==> src/logic/snes_cart_pkg.sv <==
`default_nettype none

package snes_cart_pkg;

	// ==================================================================
	// Download stream
	// ==================================================================
	typedef logic [24:0] dl_addr_t;
	typedef logic [15:0] dl_data_t;
	typedef logic [7:0]  dl_index_t;

	typedef struct packed {
		dl_index_t index;
		dl_addr_t  addr;
		dl_data_t  data;
	} dl_word_t;

	// Cheat file download kind
	localparam dl_index_t CHEAT_INDEX = 8'hFF;

	// ==================================================================
	// Cartridge description
	// ==================================================================
	typedef logic [23:0] mem_mask_t;
	typedef logic [7:0]  rom_type_t;

	typedef struct packed {
		logic      loading;
		rom_type_t rom_type;
		mem_mask_t rom_mask;
		mem_mask_t ram_mask;
		logic      pal;
	} cart_info_t;

	typedef enum logic [2:0] {
		hdr_auto,
		hdr_no_header,
		hdr_lorom,
		hdr_hirom,
		hdr_exhirom
	} header_mode_e;

	typedef enum logic [1:0] {
		region_auto,
		region_ntsc,
		region_pal
	} region_sel_e;

	localparam int         COPIER_HEADER_BYTES = 512;
	localparam logic [3:0] DEFAULT_ROM_SIZE    = 4'd12;

	// ROM size byte of each internal header, copier header included
	localparam dl_addr_t HDR_LOROM   = dl_addr_t'(25'h007FD6 + COPIER_HEADER_BYTES);
	localparam dl_addr_t HDR_HIROM   = dl_addr_t'(25'h00FFD6 + COPIER_HEADER_BYTES);
	localparam dl_addr_t HDR_EXHIROM = dl_addr_t'(25'h40FFD6 + COPIER_HEADER_BYTES);

	// ==================================================================
	// Cheats and backup RAM
	// ==================================================================
	typedef struct packed {
		logic [31:0] flags;
		logic [31:0] address;
		logic [31:0] compare;
		logic [31:0] replace;
	} cheat_code_t;

	typedef struct packed {
		logic mounted;
		logic readonly;
		logic has_data;
	} image_info_t;

	typedef enum logic [1:0] {
		bk_idle,
		bk_request,
		bk_wait_release
	} bk_state_e;

	localparam int BLOCK_BYTES_LOG2 = 9;

endpackage

`default_nettype wire
==> src/logic/cart_loader_top.sv <==
`timescale 1ns/1ns
`default_nettype none

module cart_loader_top #(
	parameter int LBA_WIDTH = 16
) (
	input  logic                        clk_sys,
	input  logic                        reset,
	// Download stream
	input  snes_cart_pkg::dl_word_t     dl_word,
	input  logic                        dl_valid,
	input  logic                        download_active,
	output logic                        dl_ready,
	// Cartridge setup
	input  snes_cart_pkg::header_mode_e header_mode,
	input  snes_cart_pkg::region_sel_e  region_sel,
	output snes_cart_pkg::cart_info_t   cart_info,
	// Cheat records
	output snes_cart_pkg::cheat_code_t  code,
	output logic                        code_valid,
	input  logic                        code_ready,
	output logic                        cheat_clear,
	// Backup RAM storage
	input  snes_cart_pkg::image_info_t  image,
	input  logic                        load_req,
	input  logic                        save_req,
	input  logic                        bram_write,
	output logic [LBA_WIDTH-1:0]        sd_lba,
	output logic                        sd_rd,
	output logic                        sd_wr,
	input  logic                        sd_ack,
	output logic                        busy,
	output logic                        bk_enabled,
	output logic                        dirty
);

	header_detect i_header_detect (
		.clk_sys         (clk_sys),
		.reset           (reset),
		.dl_word         (dl_word),
		.dl_valid        (dl_valid),
		.dl_ready        (dl_ready),
		.download_active (download_active),
		.header_mode     (header_mode),
		.region_sel      (region_sel),
		.cart_info       (cart_info)
	);

	cheat_code_collector i_cheat_code_collector (
		.clk_sys         (clk_sys),
		.reset           (reset),
		.dl_word         (dl_word),
		.dl_valid        (dl_valid),
		.download_active (download_active),
		.cart_loading    (cart_info.loading),
		.dl_ready        (dl_ready),
		.code            (code),
		.code_valid      (code_valid),
		.code_ready      (code_ready),
		.cheat_clear     (cheat_clear)
	);

	backup_sequencer #(
		.LBA_WIDTH (LBA_WIDTH)
	) i_backup_sequencer (
		.clk_sys    (clk_sys),
		.reset      (reset),
		.cart_info  (cart_info),
		.image      (image),
		.load_req   (load_req),
		.save_req   (save_req),
		.bram_write (bram_write),
		.sd_lba     (sd_lba),
		.sd_rd      (sd_rd),
		.sd_wr      (sd_wr),
		.sd_ack     (sd_ack),
		.busy       (busy),
		.bk_enabled (bk_enabled),
		.dirty      (dirty)
	);

endmodule

`default_nettype wire

==> src/logic/backup_sequencer.sv <==
`timescale 1ns/1ns
`default_nettype none

module backup_sequencer #(
	parameter int LBA_WIDTH = 16
) (
	input  logic                       clk_sys,
	input  logic                       reset,
	input  snes_cart_pkg::cart_info_t  cart_info,
	input  snes_cart_pkg::image_info_t image,
	input  logic                       load_req,
	input  logic                       save_req,
	input  logic                       bram_write,
	output logic [LBA_WIDTH-1:0]       sd_lba,
	output logic                       sd_rd,
	output logic                       sd_wr,
	input  logic                       sd_ack,
	output logic                       busy,
	output logic                       bk_enabled,
	output logic                       dirty
);

	snes_cart_pkg::bk_state_e state;
	logic                     loading_d;
	logic                     load_d;
	logic                     save_d;
	logic                     ack_d;
	logic                     is_load;
	logic                     load_start;
	logic                     load_end;
	logic                     load_rise;
	logic                     save_rise;
	logic                     auto_load;
	logic                     start;
	logic                     start_load;
	logic [LBA_WIDTH-1:0]     last_lba;

	assign load_start = cart_info.loading && !loading_d;
	assign load_end   = !cart_info.loading && loading_d;
	assign load_rise  = load_req && !load_d;
	assign save_rise  = save_req && !save_d;

	// Fresh cartridge pulls its save from the image right away
	assign auto_load  = load_end && image.has_data;
	assign start_load = load_rise || auto_load;
	assign start      = bk_enabled && (state == snes_cart_pkg::bk_idle) &&
		(start_load || save_rise);

	// One block per 512 bytes of cartridge RAM
	assign last_lba = LBA_WIDTH'(cart_info.ram_mask >> snes_cart_pkg::BLOCK_BYTES_LOG2);
	assign busy     = (state != snes_cart_pkg::bk_idle);

	// ==================================================================
	// Enable and dirty tracking
	// ==================================================================
	always_ff @(posedge clk_sys) begin
		if (!reset) begin
			loading_d  <= 1'b0;
			load_d     <= 1'b0;
			save_d     <= 1'b0;
			ack_d      <= 1'b0;
			bk_enabled <= 1'b0;
			dirty      <= 1'b0;
		end else begin
			loading_d <= cart_info.loading;
			load_d    <= load_req;
			save_d    <= save_req;
			ack_d     <= sd_ack;

			if (load_start) begin
				bk_enabled <= 1'b0;
			end
			// Image is mounted by the time the cartridge streams in
			if (cart_info.loading && image.mounted && !image.readonly) begin
				bk_enabled <= |cart_info.ram_mask;
			end

			if (start) begin
				dirty <= 1'b0;
			end else if (bram_write && bk_enabled) begin
				dirty <= 1'b1;
			end
		end
	end

	// ==================================================================
	// Block transfer FSM
	// ==================================================================
	always_ff @(posedge clk_sys) begin
		if (!reset) begin
			state <= snes_cart_pkg::bk_idle;
			sd_rd <= 1'b0;
			sd_wr <= 1'b0;
		end else begin
			case (state)
				snes_cart_pkg::bk_idle: begin
					if (start) begin
						is_load <= start_load;
						sd_lba  <= '0;
						sd_rd   <= start_load;
						sd_wr   <= !start_load;
						state   <= snes_cart_pkg::bk_request;
					end
				end
				snes_cart_pkg::bk_request: begin
					// Storage side took the block
					if (sd_ack && !ack_d) begin
						sd_rd <= 1'b0;
						sd_wr <= 1'b0;
						state <= snes_cart_pkg::bk_wait_release;
					end
				end
				snes_cart_pkg::bk_wait_release: begin
					if (!sd_ack) begin
						if (sd_lba >= last_lba) begin
							state <= snes_cart_pkg::bk_idle;
						end else begin
							sd_lba <= sd_lba + LBA_WIDTH'(1);
							sd_rd  <= is_load;
							sd_wr  <= !is_load;
							state  <= snes_cart_pkg::bk_request;
						end
					end
				end
				default: state <= snes_cart_pkg::bk_idle;
			endcase
		end
	end

endmodule

`default_nettype wire

==> src/logic/cheat_code_collector.sv <==
`timescale 1ns/1ns
`default_nettype none

module cheat_code_collector (
	input  logic                       clk_sys,
	input  logic                       reset,
	input  snes_cart_pkg::dl_word_t    dl_word,
	input  logic                       dl_valid,
	input  logic                       download_active,
	input  logic                       cart_loading,
	output logic                       dl_ready,
	output snes_cart_pkg::cheat_code_t code,
	output logic                       code_valid,
	input  logic                       code_ready,
	output logic                       cheat_clear
);

	logic cheat_active;
	logic cheat_xfer;

	assign cheat_active = download_active && (dl_word.index == snes_cart_pkg::CHEAT_INDEX);

	// Stream stalls while a finished record waits to be taken
	assign dl_ready   = !code_valid;
	assign cheat_xfer = dl_valid && dl_ready && cheat_active;

	// ==================================================================
	// Record assembly
	// ==================================================================
	// Bottom half of each field arrives first
	always_ff @(posedge clk_sys) begin
		if (cheat_xfer) begin
			case (dl_word.addr[3:0])
				4'd0:  code.flags[15:0]    <= dl_word.data;
				4'd2:  code.flags[31:16]   <= dl_word.data;
				4'd4:  code.address[15:0]  <= dl_word.data;
				4'd6:  code.address[31:16] <= dl_word.data;
				4'd8:  code.compare[15:0]  <= dl_word.data;
				4'd10: code.compare[31:16] <= dl_word.data;
				4'd12: code.replace[15:0]  <= dl_word.data;
				4'd14: code.replace[31:16] <= dl_word.data;
				default: ;
			endcase
		end
	end

	// ==================================================================
	// Handoff and clear
	// ==================================================================
	always_ff @(posedge clk_sys) begin
		if (!reset) begin
			code_valid  <= 1'b0;
			cheat_clear <= 1'b0;
		end else begin
			if (cheat_xfer && dl_word.addr[3:0] == 4'd14) begin
				code_valid <= 1'b1;
			end else if (code_ready) begin
				code_valid <= 1'b0;
			end

			// New cheat file or any cartridge load wipes the table
			cheat_clear <= (cheat_xfer && dl_word.addr == '0) || cart_loading;
		end
	end

endmodule

`default_nettype wire

==> src/logic/header_detect.sv <==
`timescale 1ns/1ns
`default_nettype none

module header_detect (
	input  logic                        clk_sys,
	input  logic                        reset,
	input  snes_cart_pkg::dl_word_t     dl_word,
	input  logic                        dl_valid,
	input  logic                        dl_ready,
	input  logic                        download_active,
	input  snes_cart_pkg::header_mode_e header_mode,
	input  snes_cart_pkg::region_sel_e  region_sel,
	output snes_cart_pkg::cart_info_t   cart_info
);

	logic                     cart_active;
	logic                     cart_xfer;
	logic                     use_header;
	snes_cart_pkg::dl_addr_t  size_addr;
	logic [3:0]               rom_size;
	logic [3:0]               ram_size;
	logic [3:0]               rom_size_next;
	logic [3:0]               ram_size_next;
	snes_cart_pkg::rom_type_t rom_type_next;
	logic                     rom_region;
	logic                     region_next;

	// 1 KiB shifted up by the header size code
	function automatic snes_cart_pkg::mem_mask_t size_to_mask(input logic [3:0] size);
		return (snes_cart_pkg::mem_mask_t'(1024) << size) - snes_cart_pkg::mem_mask_t'(1);
	endfunction

	assign cart_active = download_active && (dl_word.index != snes_cart_pkg::CHEAT_INDEX);
	assign cart_xfer   = dl_valid && dl_ready && cart_active;

	// Where the internal header sits for a forced mapping
	always_comb begin
		use_header = 1'b1;
		case (header_mode)
			snes_cart_pkg::hdr_lorom:   size_addr = snes_cart_pkg::HDR_LOROM;
			snes_cart_pkg::hdr_hirom:   size_addr = snes_cart_pkg::HDR_HIROM;
			snes_cart_pkg::hdr_exhirom: size_addr = snes_cart_pkg::HDR_EXHIROM;
			default: begin
				use_header = 1'b0;
				size_addr  = '0;
			end
		endcase
	end

	always_comb begin
		rom_size_next = rom_size;
		ram_size_next = ram_size;
		rom_type_next = cart_info.rom_type;
		region_next   = rom_region;

		// First word carries the copier size byte and the type in auto mode
		if (dl_word.addr == '0) begin
			rom_size_next = snes_cart_pkg::DEFAULT_ROM_SIZE;
			ram_size_next = 4'd0;
			if (header_mode == snes_cart_pkg::hdr_auto && dl_word.data[7:0] != 8'd0) begin
				{ram_size_next, rom_size_next} = dl_word.data[7:0];
			end
			case (header_mode)
				snes_cart_pkg::hdr_auto:    rom_type_next = dl_word.data[15:8];
				snes_cart_pkg::hdr_hirom:   rom_type_next = 8'd1;
				snes_cart_pkg::hdr_exhirom: rom_type_next = 8'd2;
				default:                    rom_type_next = 8'd0;
			endcase
		end

		if (dl_word.addr == snes_cart_pkg::dl_addr_t'(2)) begin
			region_next = dl_word.data[8];
		end

		if (use_header && dl_word.addr == size_addr) begin
			rom_size_next = dl_word.data[11:8];
		end
		// RAM size byte is the next word up
		if (use_header && dl_word.addr == size_addr + snes_cart_pkg::dl_addr_t'(2)) begin
			ram_size_next = dl_word.data[3:0];
		end
	end

	always_ff @(posedge clk_sys) begin
		if (!reset) begin
			cart_info  <= '0;
			rom_size   <= snes_cart_pkg::DEFAULT_ROM_SIZE;
			ram_size   <= 4'd0;
			rom_region <= 1'b0;
		end else begin
			cart_info.loading <= cart_active;

			if (cart_xfer) begin
				rom_size           <= rom_size_next;
				ram_size           <= ram_size_next;
				rom_region         <= region_next;
				cart_info.rom_type <= rom_type_next;
				cart_info.rom_mask <= size_to_mask(rom_size_next);
				cart_info.ram_mask <= (ram_size_next == 4'd0) ? '0 : size_to_mask(ram_size_next);
			end

			// Region select wins over the header once the load is done
			if (!cart_info.loading) begin
				case (region_sel)
					snes_cart_pkg::region_auto: cart_info.pal <= rom_region;
					snes_cart_pkg::region_pal:  cart_info.pal <= 1'b1;
					default:                    cart_info.pal <= 1'b0;
				endcase
			end
		end
	end

endmodule

`default_nettype wire

==> config.mk <==
export PLATFORM = sky130hd
export DESIGN_NAME = cart_loader_top
export DESIGN_NICKNAME = d
export VERILOG_FILES = /design/src/logic/snes_cart_pkg.sv /design/src/logic/cart_loader_top.sv /design/src/logic/backup_sequencer.sv /design/src/logic/cheat_code_collector.sv /design/src/logic/header_detect.sv
export SDC_FILE = /design/constraint.sdc
export NUM_CORES = 1
export LEC_CHECK = 0
export BUFFER_PORTS_ARGS = -buffer_cell sky130_fd_sc_hd__buf_2
export CELL_PAD_IN_SITES_DETAIL_PLACEMENT = 0
export CELL_PAD_IN_SITES_GLOBAL_PLACEMENT = 1
export CORE_MARGIN = 1.5
export CORE_UTILIZATION = 40
export CTS_BUF_LIST = sky130_fd_sc_hd__clkbuf_8 sky130_fd_sc_hd__clkbuf_16
export CTS_CLUSTER_DIAMETER = 30
export DETAILED_ROUTE_END_ITERATION = 12
export PLACE_DENSITY_LB_ADDON = 0.1
export SLEW_MARGIN = 10
export SYNTH_ARGS = -nofsm -noshare
export SYNTH_HDL_FRONTEND = slang
export SYNTH_SLANG_ARGS = --single-unit
export TNS_END_PERCENT = 1
==> constraint.sdc <==
create_clock -name clk_sys -period 4.5 [get_ports clk_sys]
set_input_delay 0.675 -clock clk_sys [delete_from_list [all_inputs] [get_ports clk_sys]]
set_output_delay 0.675 -clock clk_sys [all_outputs]
set_load 0.02 [all_outputs]
==> results of run 1 <==
-- per-stage QoR --
| step | total power, mW | util | hold slack (ns) | worst slack (ns) |
|---|---|---|---|---|
| 2_1_floorplan | 2.49 | - | 0.436 | 0.707 |
| 3_3_place_gp | 2.66 | 0.489 | 0.437 | 0.300 |
| 3_5_place_dp | 2.67 | 0.489 | 0.442 | 0.243 |
| 4_1_cts | 5.63 | 0.554 | 0.376 | 0.779 |
| 5_1_grt | 5.77 | 0.554 | 0.379 | 0.483 |
| 6_report | 5.57 | 0.554 | 0.391 | 0.775 |
-- routing by layer --
metal  routed length (um)  part of all wire  track usage  vias to the layer above
li1                     -                 -            -                     3218
met1                10100              0.44        0.261                     3065
met2                10700              0.47        0.330                      217
met3                 1610             0.071       0.0460                       31
met4                  366             0.016       0.0613                        0
met5                    0                 0            0                        -
-- flip-flops by register name, indices dropped and copies added (netlist names) --
| signal | flops |
|---|---|
| i_backup_sequencer.ack_d | 1 |
| i_backup_sequencer.bk_enabled | 1 |
| i_backup_sequencer.dirty | 1 |
| i_backup_sequencer.is_load | 1 |
| i_backup_sequencer.load_d | 1 |
| i_backup_sequencer.loading_d | 1 |
| i_backup_sequencer.save_d | 1 |
| i_backup_sequencer.sd_lba | 16 |
| i_backup_sequencer.sd_rd | 1 |
| i_backup_sequencer.sd_wr | 1 |
| i_backup_sequencer.state | 2 |
| i_cheat_code_collector.cheat_clear | 1 |
| i_cheat_code_collector.code | 128 |
| i_cheat_code_collector.code_valid | 1 |
| i_header_detect.cart_info | 40 |
| i_header_detect.ram_size | 4 |
| i_header_detect.rom_region | 1 |
| i_header_detect.rom_size | 4 |
-- power by group --
part | internal [mW] | total, mW | switching [mW]
Clock | 1.97 | 2.95 | 0.972
Sequential | 2.10 | 2.15 | 0.0560
Combinational | 0.170 | 0.471 | 0.301
Total | 4.24 | 5.57 | 1.33
-- placed cells by master, fill, tap and decap left out, drive strengths merged, types with 4 or more instances in the layout --
master and instances:
a211oi 10, a21o 6, a21oi 38, a31oi 9, and2 9, and3 6, buf 295, bufinv 4
clkbuf 45, clkinv 11, dfxtp 61, edfxtp 145, ha 22, inv 43, mux2 14, mux2i 19
nand2 61, nand2b 7, nand3 26, nand4 12, nor2 71, nor2b 6, nor3 19, nor4 12
o21ai 30, or3 4, xnor2 6, xor2 10
-- worst reg2reg max path, stage by stage, from the launching register on --
cell	delay [ns]
dfxtp_1	0.58
ha_1	0.30
nand2b_1	0.14
a21o_1	0.17
a21o_1	0.16
a21oi_1	0.13
o21ai_0	0.11
a211oi_1	0.37
a21oi_1	0.10
nor3_2	0.17
buf_4	0.26
-- logic make-up after synthesis --
group                      count (synthesis)  share of synthesized area
DFF                                      206                      0.646
and+or+nand+nor                          243                      0.137
adders and majority gates                 22                     0.0319
muxes                                     33                     0.0420
AOI/OAI and AO/OA                        121                     0.0865
xor gates and xnor gates                  16                     0.0162
buffers and inverters                     73                     0.0410
-- area by class of cell --
cell class / instances / area (sq um) / area share
Clock inverter: 31 / 282 / 0.0241
Clock buffer: 45 / 1090 / 0.0935
Timing Repair Buffer: 295 / 1530 / 0.131
Multi-Input combinational cell: 435 / 2750 / 0.236
Sequential cell: 206 / 5580 / 0.477
Inverter: 29 / 109 / 0.00932
Tap cell: 275 / 344 / 0.0295
-- worst paths after layout --
check,end,slack (ns),cells after the start
setup / recovery,i_header_detect.cart_info[45],0.78,13
hold / removal,i_backup_sequencer.save_d,0.39,2
setup reg to reg,i_backup_sequencer.sd_lba[10],1.69,10
hold reg to reg,i_header_detect.cart_info[53],0.45,2
==> results.py, run 1 <==
metrics = {
    "sta": {
        "hold_viol_final": 0,
        "slew_headroom": 0.242,
        "worst_slew_pin_slew_ns": 1.14,
        "post-route-period-util": 0.828,
        "max_freq_mhz": 268,
        "setup_viol": 0,
        "rsz0062_at_grt": "no",
        "fin_crit_ns": 3.72,
        "setup-tns-final_ns": 0,
        "drv_slew": 0,
        "skew_ns": 0.0132,
    },
    "placed_design": {
        "place.gp.congestion": 0.815,
        "io_buffers": 275,
        "dp_hpwl_um": 16000,
        "place_area_sq_um": 10300,
        "dp_cells": 1240,
    },
    "yosys": {
        "avgSynthCellArea_sq_um": 12.1,
        "synth_top_area_share": 0.504,
        "synthCells": 714,
        "synth_seq_cells": 206,
        "synth_commonest_cells": "edfxtp_1, nor2_1, dfxtp_1, nand2_1, a21oi_1",
        "synth_cell_types": 58,
        "synth_most_common_cell": "edfxtp_1",
        "synth_warnings": 0,
        "synth_edf_count": 145,
        "mappedNetlistArea_sq_um": 8640,
        "ys_async_sr_fraction": 0,
        "ys.flop_type": "edfxtp_1",
        "ys_top_cells_by_area": "edfxtp_1, dfxtp_1, ha_1, nor2_1, nand2_1",
        "synth_seq_area_share": 0.646,
        "yosysTopAreaCell": "edfxtp_1",
        "syn_nets": 802,
    },
    "routing": {
        "drtIter0Drc": 282,
        "drc": 0,
        "drtPass1Iterations": 4,
        "vias_per_cell": 4.96,
        "vias": 6531,
        "wl_per_cell_um": 17.3,
        "ant_nets": 0,
        "wirelength_um": 22800,
    },
    "clocking": {
        "cts-root-buf": "clkbuf_16",
        "cts_buffer_depth": 3,
        "clkTransAtPathRegs_ns": 0.04,
        "clock_sinks": 206,
        "clock_latency_ns": 0.51,
        "cts_setup_buffers": 0,
        "cts_tree": "built",
        "cts_buffers": 42,
        "cts_resized": 0,
        "htreeDepth": 2,
        "ctsHoldBuffers": 0,
    },
    "power_and_ir_drop": {
        "leakagePower_nw": 4.77,
        "powerDensity_nw_per_um2": 477,
        "ir_worst_vdd_v": 0.000302,
    },
    "critical_path": {
        "path_class": "in2reg",
        "crit_family": "simple AND/OR/NAND/NOR gates",
        "cp_slowest_stage_delay_ns": 0.66,
        "cp_slowest_cell": "or4b_1",
        "reg2reg_from": "i_header_detect.cart_info[10]",
        "path_cells": "buf_2, nor4_1, nand2_1, or4_1, or4b_1, mux2_4, nor2_1, nand3_1, ha_1, buf_4, a21oi_1, a31oi_1, o221a_1",
        "critPathMaxFanout": 8,
        "critPathRequiredTime_ns": 4.89,
        "worst_ep_arrival_time_ns": 4.12,
        "crit_buf_inv": 2,
        "crit_path_start": "dl_word[16]",
        "cp-start-kind": "input port",
        "endpoint_kind": "flop",
    },
    "die": {
        "fp.dieW_um": 150,
        "core_area_sq_um": 21100,
        "ioPinCount": 276,
        "die_area_sq_um": 22500,
        "initial_utilization": 0.410,
        "std_cell_rows": 53,
        "die_h_um": 150,
    },
    "finish": {
        "finalNonFillerCells": 1316,
        "antenna_cells": 0,
        "areaGrowthSynthToFinish_pct": 35.2,
        "n_fill_cell": 1878,
        "finalInstanceArea_sq_um": 11700,
        "final_nets": 1097,
        "layout-drive-gt1-share": 0.370,
    },
    "grt": {
        "grt_usage": 0.200,
        "grt_pass1_wl_um": 34900,
        "grt_max_degree": 40,
        "grt_pass1_vias": 6306,
        "antenna_found_initial": 0,
        "overflow": 0,
    },
    "min_path": {
        "min_from": "save_req",
        "min_path_type": "in2reg",
    },
    "run_status": {
        "outcome": "finished clean",
    },
    "flow_run": {
        "drv_cap": 0,
    },
}
Power figures use the tool's default switching activity.
==> inputs of run 2 (changes only) <==
Settings changed: ABC_AREA set to 1, CORE_UTILIZATION 40 to 35.
Clock period 4.5 ns to 3.35 ns, I/O delays scaled along.
==> run 2 against run 1 <==
Register-to-register slack worse by 0.77 ns. Clock skew grew 0.0051 ns. Synthesized area increased by 3.1%. Global-route usage down 2.0 points. Via count is 5.3% higher. First-iteration DRC count increased by 71%. Final area is 3.2% higher. Clock-buffer cell count grew 2. Highest routed layer unchanged. Sequential power up 36%. Clock power grew 38%.
==> results.py, run 2 <==
metrics = {
    "routing": {
        "drc": 0,
        "vias": 6878,
        "drtIter0Drc": 482,
        "drtPass1Iterations": 4,
        "ant_nets": 0,
        "wl_per_cell_um": 15.8,
        "vias_per_cell": 4.54,
        "wirelength_um": 23900,
    },
    "finish": {
        "antenna_cells": 0,
        "final_cell_mix": "buf_2, nand2_1, edfxtp_1",
        "fin_util": 0.481,
        "areaGrowthSynthToFinish_pct": 35.4,
        "final_nets": 1237,
        "layout-drive-gt1-share": 0.367,
        "final_common_cell": "buf_2",
        "largest_reg_flops": 128,
    },
    "clocking": {
        "clock_sinks": 206,
        "cts_buffers": 44,
        "cts-root-buf": "clkbuf_16",
        "cts_setup_buffers": 0,
        "htreeDepth": 2,
        "clock_latency_ns": 0.53,
        "cts_resized": 0,
        "ctsHoldBuffers": 0,
        "clkTransAtPathRegs_ns": 0.04,
        "cts_buffer_depth": 3,
        "cts_tree": "built",
    },
    "yosys": {
        "synth_cell_types": 46,
        "synth_edf_count": 145,
        "ys.flop_type": "edfxtp_1",
        "synth_warnings": 0,
        "synthAdderAreaFrac": 0.0309,
        "synth_top_area_share": 0.489,
        "synth_top_family_by_area": "simple AND/OR/NAND/NOR gates",
        "synth_compound_area_frac": 0.0701,
        "synthMuxAreaShare": 0,
        "ys_async_sr_fraction": 0,
        "syn_nets": 938,
        "ys_top_cells_by_area": "edfxtp_1, dfxtp_1, nand2_1, nor2_1, inv_1",
        "synthSimpleGateAreaFrac": 0.201,
        "synth_commonest_cells": "nand2_1, edfxtp_1, nor2_1",
        "synth_xor_xnor_area_share": 0.00197,
        "synth_seq_cells": 206,
        "synth_seq_area_share": 0.626,
        "mappedNetlistArea_sq_um": 8900,
        "yosysTopAreaCell": "edfxtp_1",
        "avgSynthCellArea_sq_um": 10.5,
        "synthCells": 850,
        "synth_most_common_cell": "nand2_1",
    },
    "critical_path": {
        "cp-start-kind": "flop",
        "worst_ep_arrival_time_ns": 2.69,
        "crit_path_start": "i_backup_sequencer.sd_lba[0]",
        "endpoint_kind": "flop",
        "critPathRequiredTime_ns": 3.60,
        "path_class": "reg2reg",
        "reg2reg_from": "i_backup_sequencer.sd_lba[0]",
        "critPathMaxFanout": 5,
    },
    "flow_run": {
        "drv_cap": 0,
    },
    "run_status": {
        "outcome": "finished clean",
    },
    "die": {
        "ioPinCount": 276,
        "std_cell_rows": 58,
        "fp.dieW_um": 162,
        "core_area_sq_um": 25000,
        "die_area_sq_um": 26400,
        "die_h_um": 162,
        "initial_utilization": 0.356,
    },
    "sta": {
        "skew_ns": 0.0183,
        "setup-tns-final_ns": 0,
        "max_freq_mhz": 411,
        "slew_headroom": 0.404,
        "post-route-period-util": 0.726,
        "hold_viol_final": 0,
        "worst_slew_pin_slew_ns": 0.893,
        "rsz0062_at_grt": "no",
        "fin_crit_ns": 2.43,
        "drv_slew": 0,
        "fin_ws_ns": 0.918,
        "setup_viol": 0,
    },
    "placed_design": {
        "place.gp.congestion": 0.812,
        "io_buffers": 275,
        "dp_hpwl_um": 17300,
        "place_worst_setup_slack_ns": 0.462,
    },
    "grt": {
        "grt_max_degree": 47,
        "grt_pass1_wl_um": 36800,
        "grt_usage": 0.180,
        "grt_pass1_vias": 6544,
        "overflow": 0,
        "antenna_found_initial": 0,
    },
    "power_and_ir_drop": {
        "leakagePower_nw": 5.29,
        "powerDensity_nw_per_um2": 644,
        "ir_worst_vdd_v": 0.000343,
    },
    "min_path": {
        "min_path_type": "in2reg",
        "min_from": "save_req",
    },
}
-- run 2: cell types whose count changed in the layout (fill, tap and decap cells not counted), moves of 13 or more --
cell	before	now
a21oi_1	38	58
nand2_1	61	154
inv_1	37	96
nand2_2	0	15
mux2i_1	17	0
nand3_1	26	39
nor2_1	65	88
-- run 2: cell type report --
| cell class | count | area (sq um) |
|---|---|---|
| clock inverters | 34 | 280 |
| multi-input cells | 504 | 2740 |
| well taps | 330 | 413 |
| inverters | 104 | 398 |
| flip-flops and latches | 206 | 5580 |
| repair buffers | 289 | 1490 |
| clock buffers | 47 | 1150 |
| fillers | 2373 | 13000 |
-- run 2: per-stage QoR --
stage | cells | hold slack [ns] | total power [mW] | cell area (sq um)
after floorplan | 850 | 0.441 | 3.48 | 8900
after global placement | 1433 | 0.436 | 3.75 | 10600
after detailed placement | 1433 | 0.446 | 3.76 | 10600
after CTS | 1514 | 0.150 | 7.86 | 12100
after global routing | 1514 | 0.171 | 8.11 | 12100
final | 1514 | 0.177 | 7.76 | 12100
-- run 2: where the power goes --
group / switching, mW / total [mW] / internal [mW]
Clock: 1.39 / 4.06 / 2.66
Combinational: 0.516 / 0.778 / 0.262
Sequential: 0.0899 / 2.92 / 2.83
Total: 2.00 / 7.76 / 5.76
-- run 2: cells by family after synthesis --
logic type                 Yosys count
and+or+nand+nor                    368
DFF                                206
buffers and inverters              140
AOI/OAI and AO/OA                  112
adders and majority gates           22
xor gates and xnor gates             2
-- run 2: critical path: stages (launching register included) --
cell      delay (ns)
edfxtp_1        0.44
ha_1            0.20
nand2_1         0.08
nor2_1          0.09
inv_1           0.06
nor2_1          0.12
nand2_1         0.07
nor2_1          0.13
nand2_1         0.09
nor2_1          0.09
inv_1           0.06
nor2_1          0.16
nand2_1         0.09
nor3_1          0.25
nand2_1         0.08
nor2_1          0.09
nor3_1          0.05
-- run 2: worst paths after layout --
check                                   to  slack, ns  cells after the start
min reg2reg       i_backup_sequencer.sd_rd       0.46                      2
min              i_backup_sequencer.save_d       0.18                      3
max          i_backup_sequencer.sd_lba[14]       0.92                     16
max reg2reg  i_backup_sequencer.sd_lba[14]       0.92                     16
-- run 2: routing by layer --
| layer | wire length, um | GRT usage | vias to the layer above |
|---|---|---|---|
| li1 | - | - | 3479 |
| met1 | 11000 | 0.240 | 3125 |
| met2 | 10900 | 0.293 | 235 |
| met3 | 1560 | 0.0425 | 39 |
| met4 | 410 | 0.0500 | 0 |
| met5 | 0 | 0 | - |
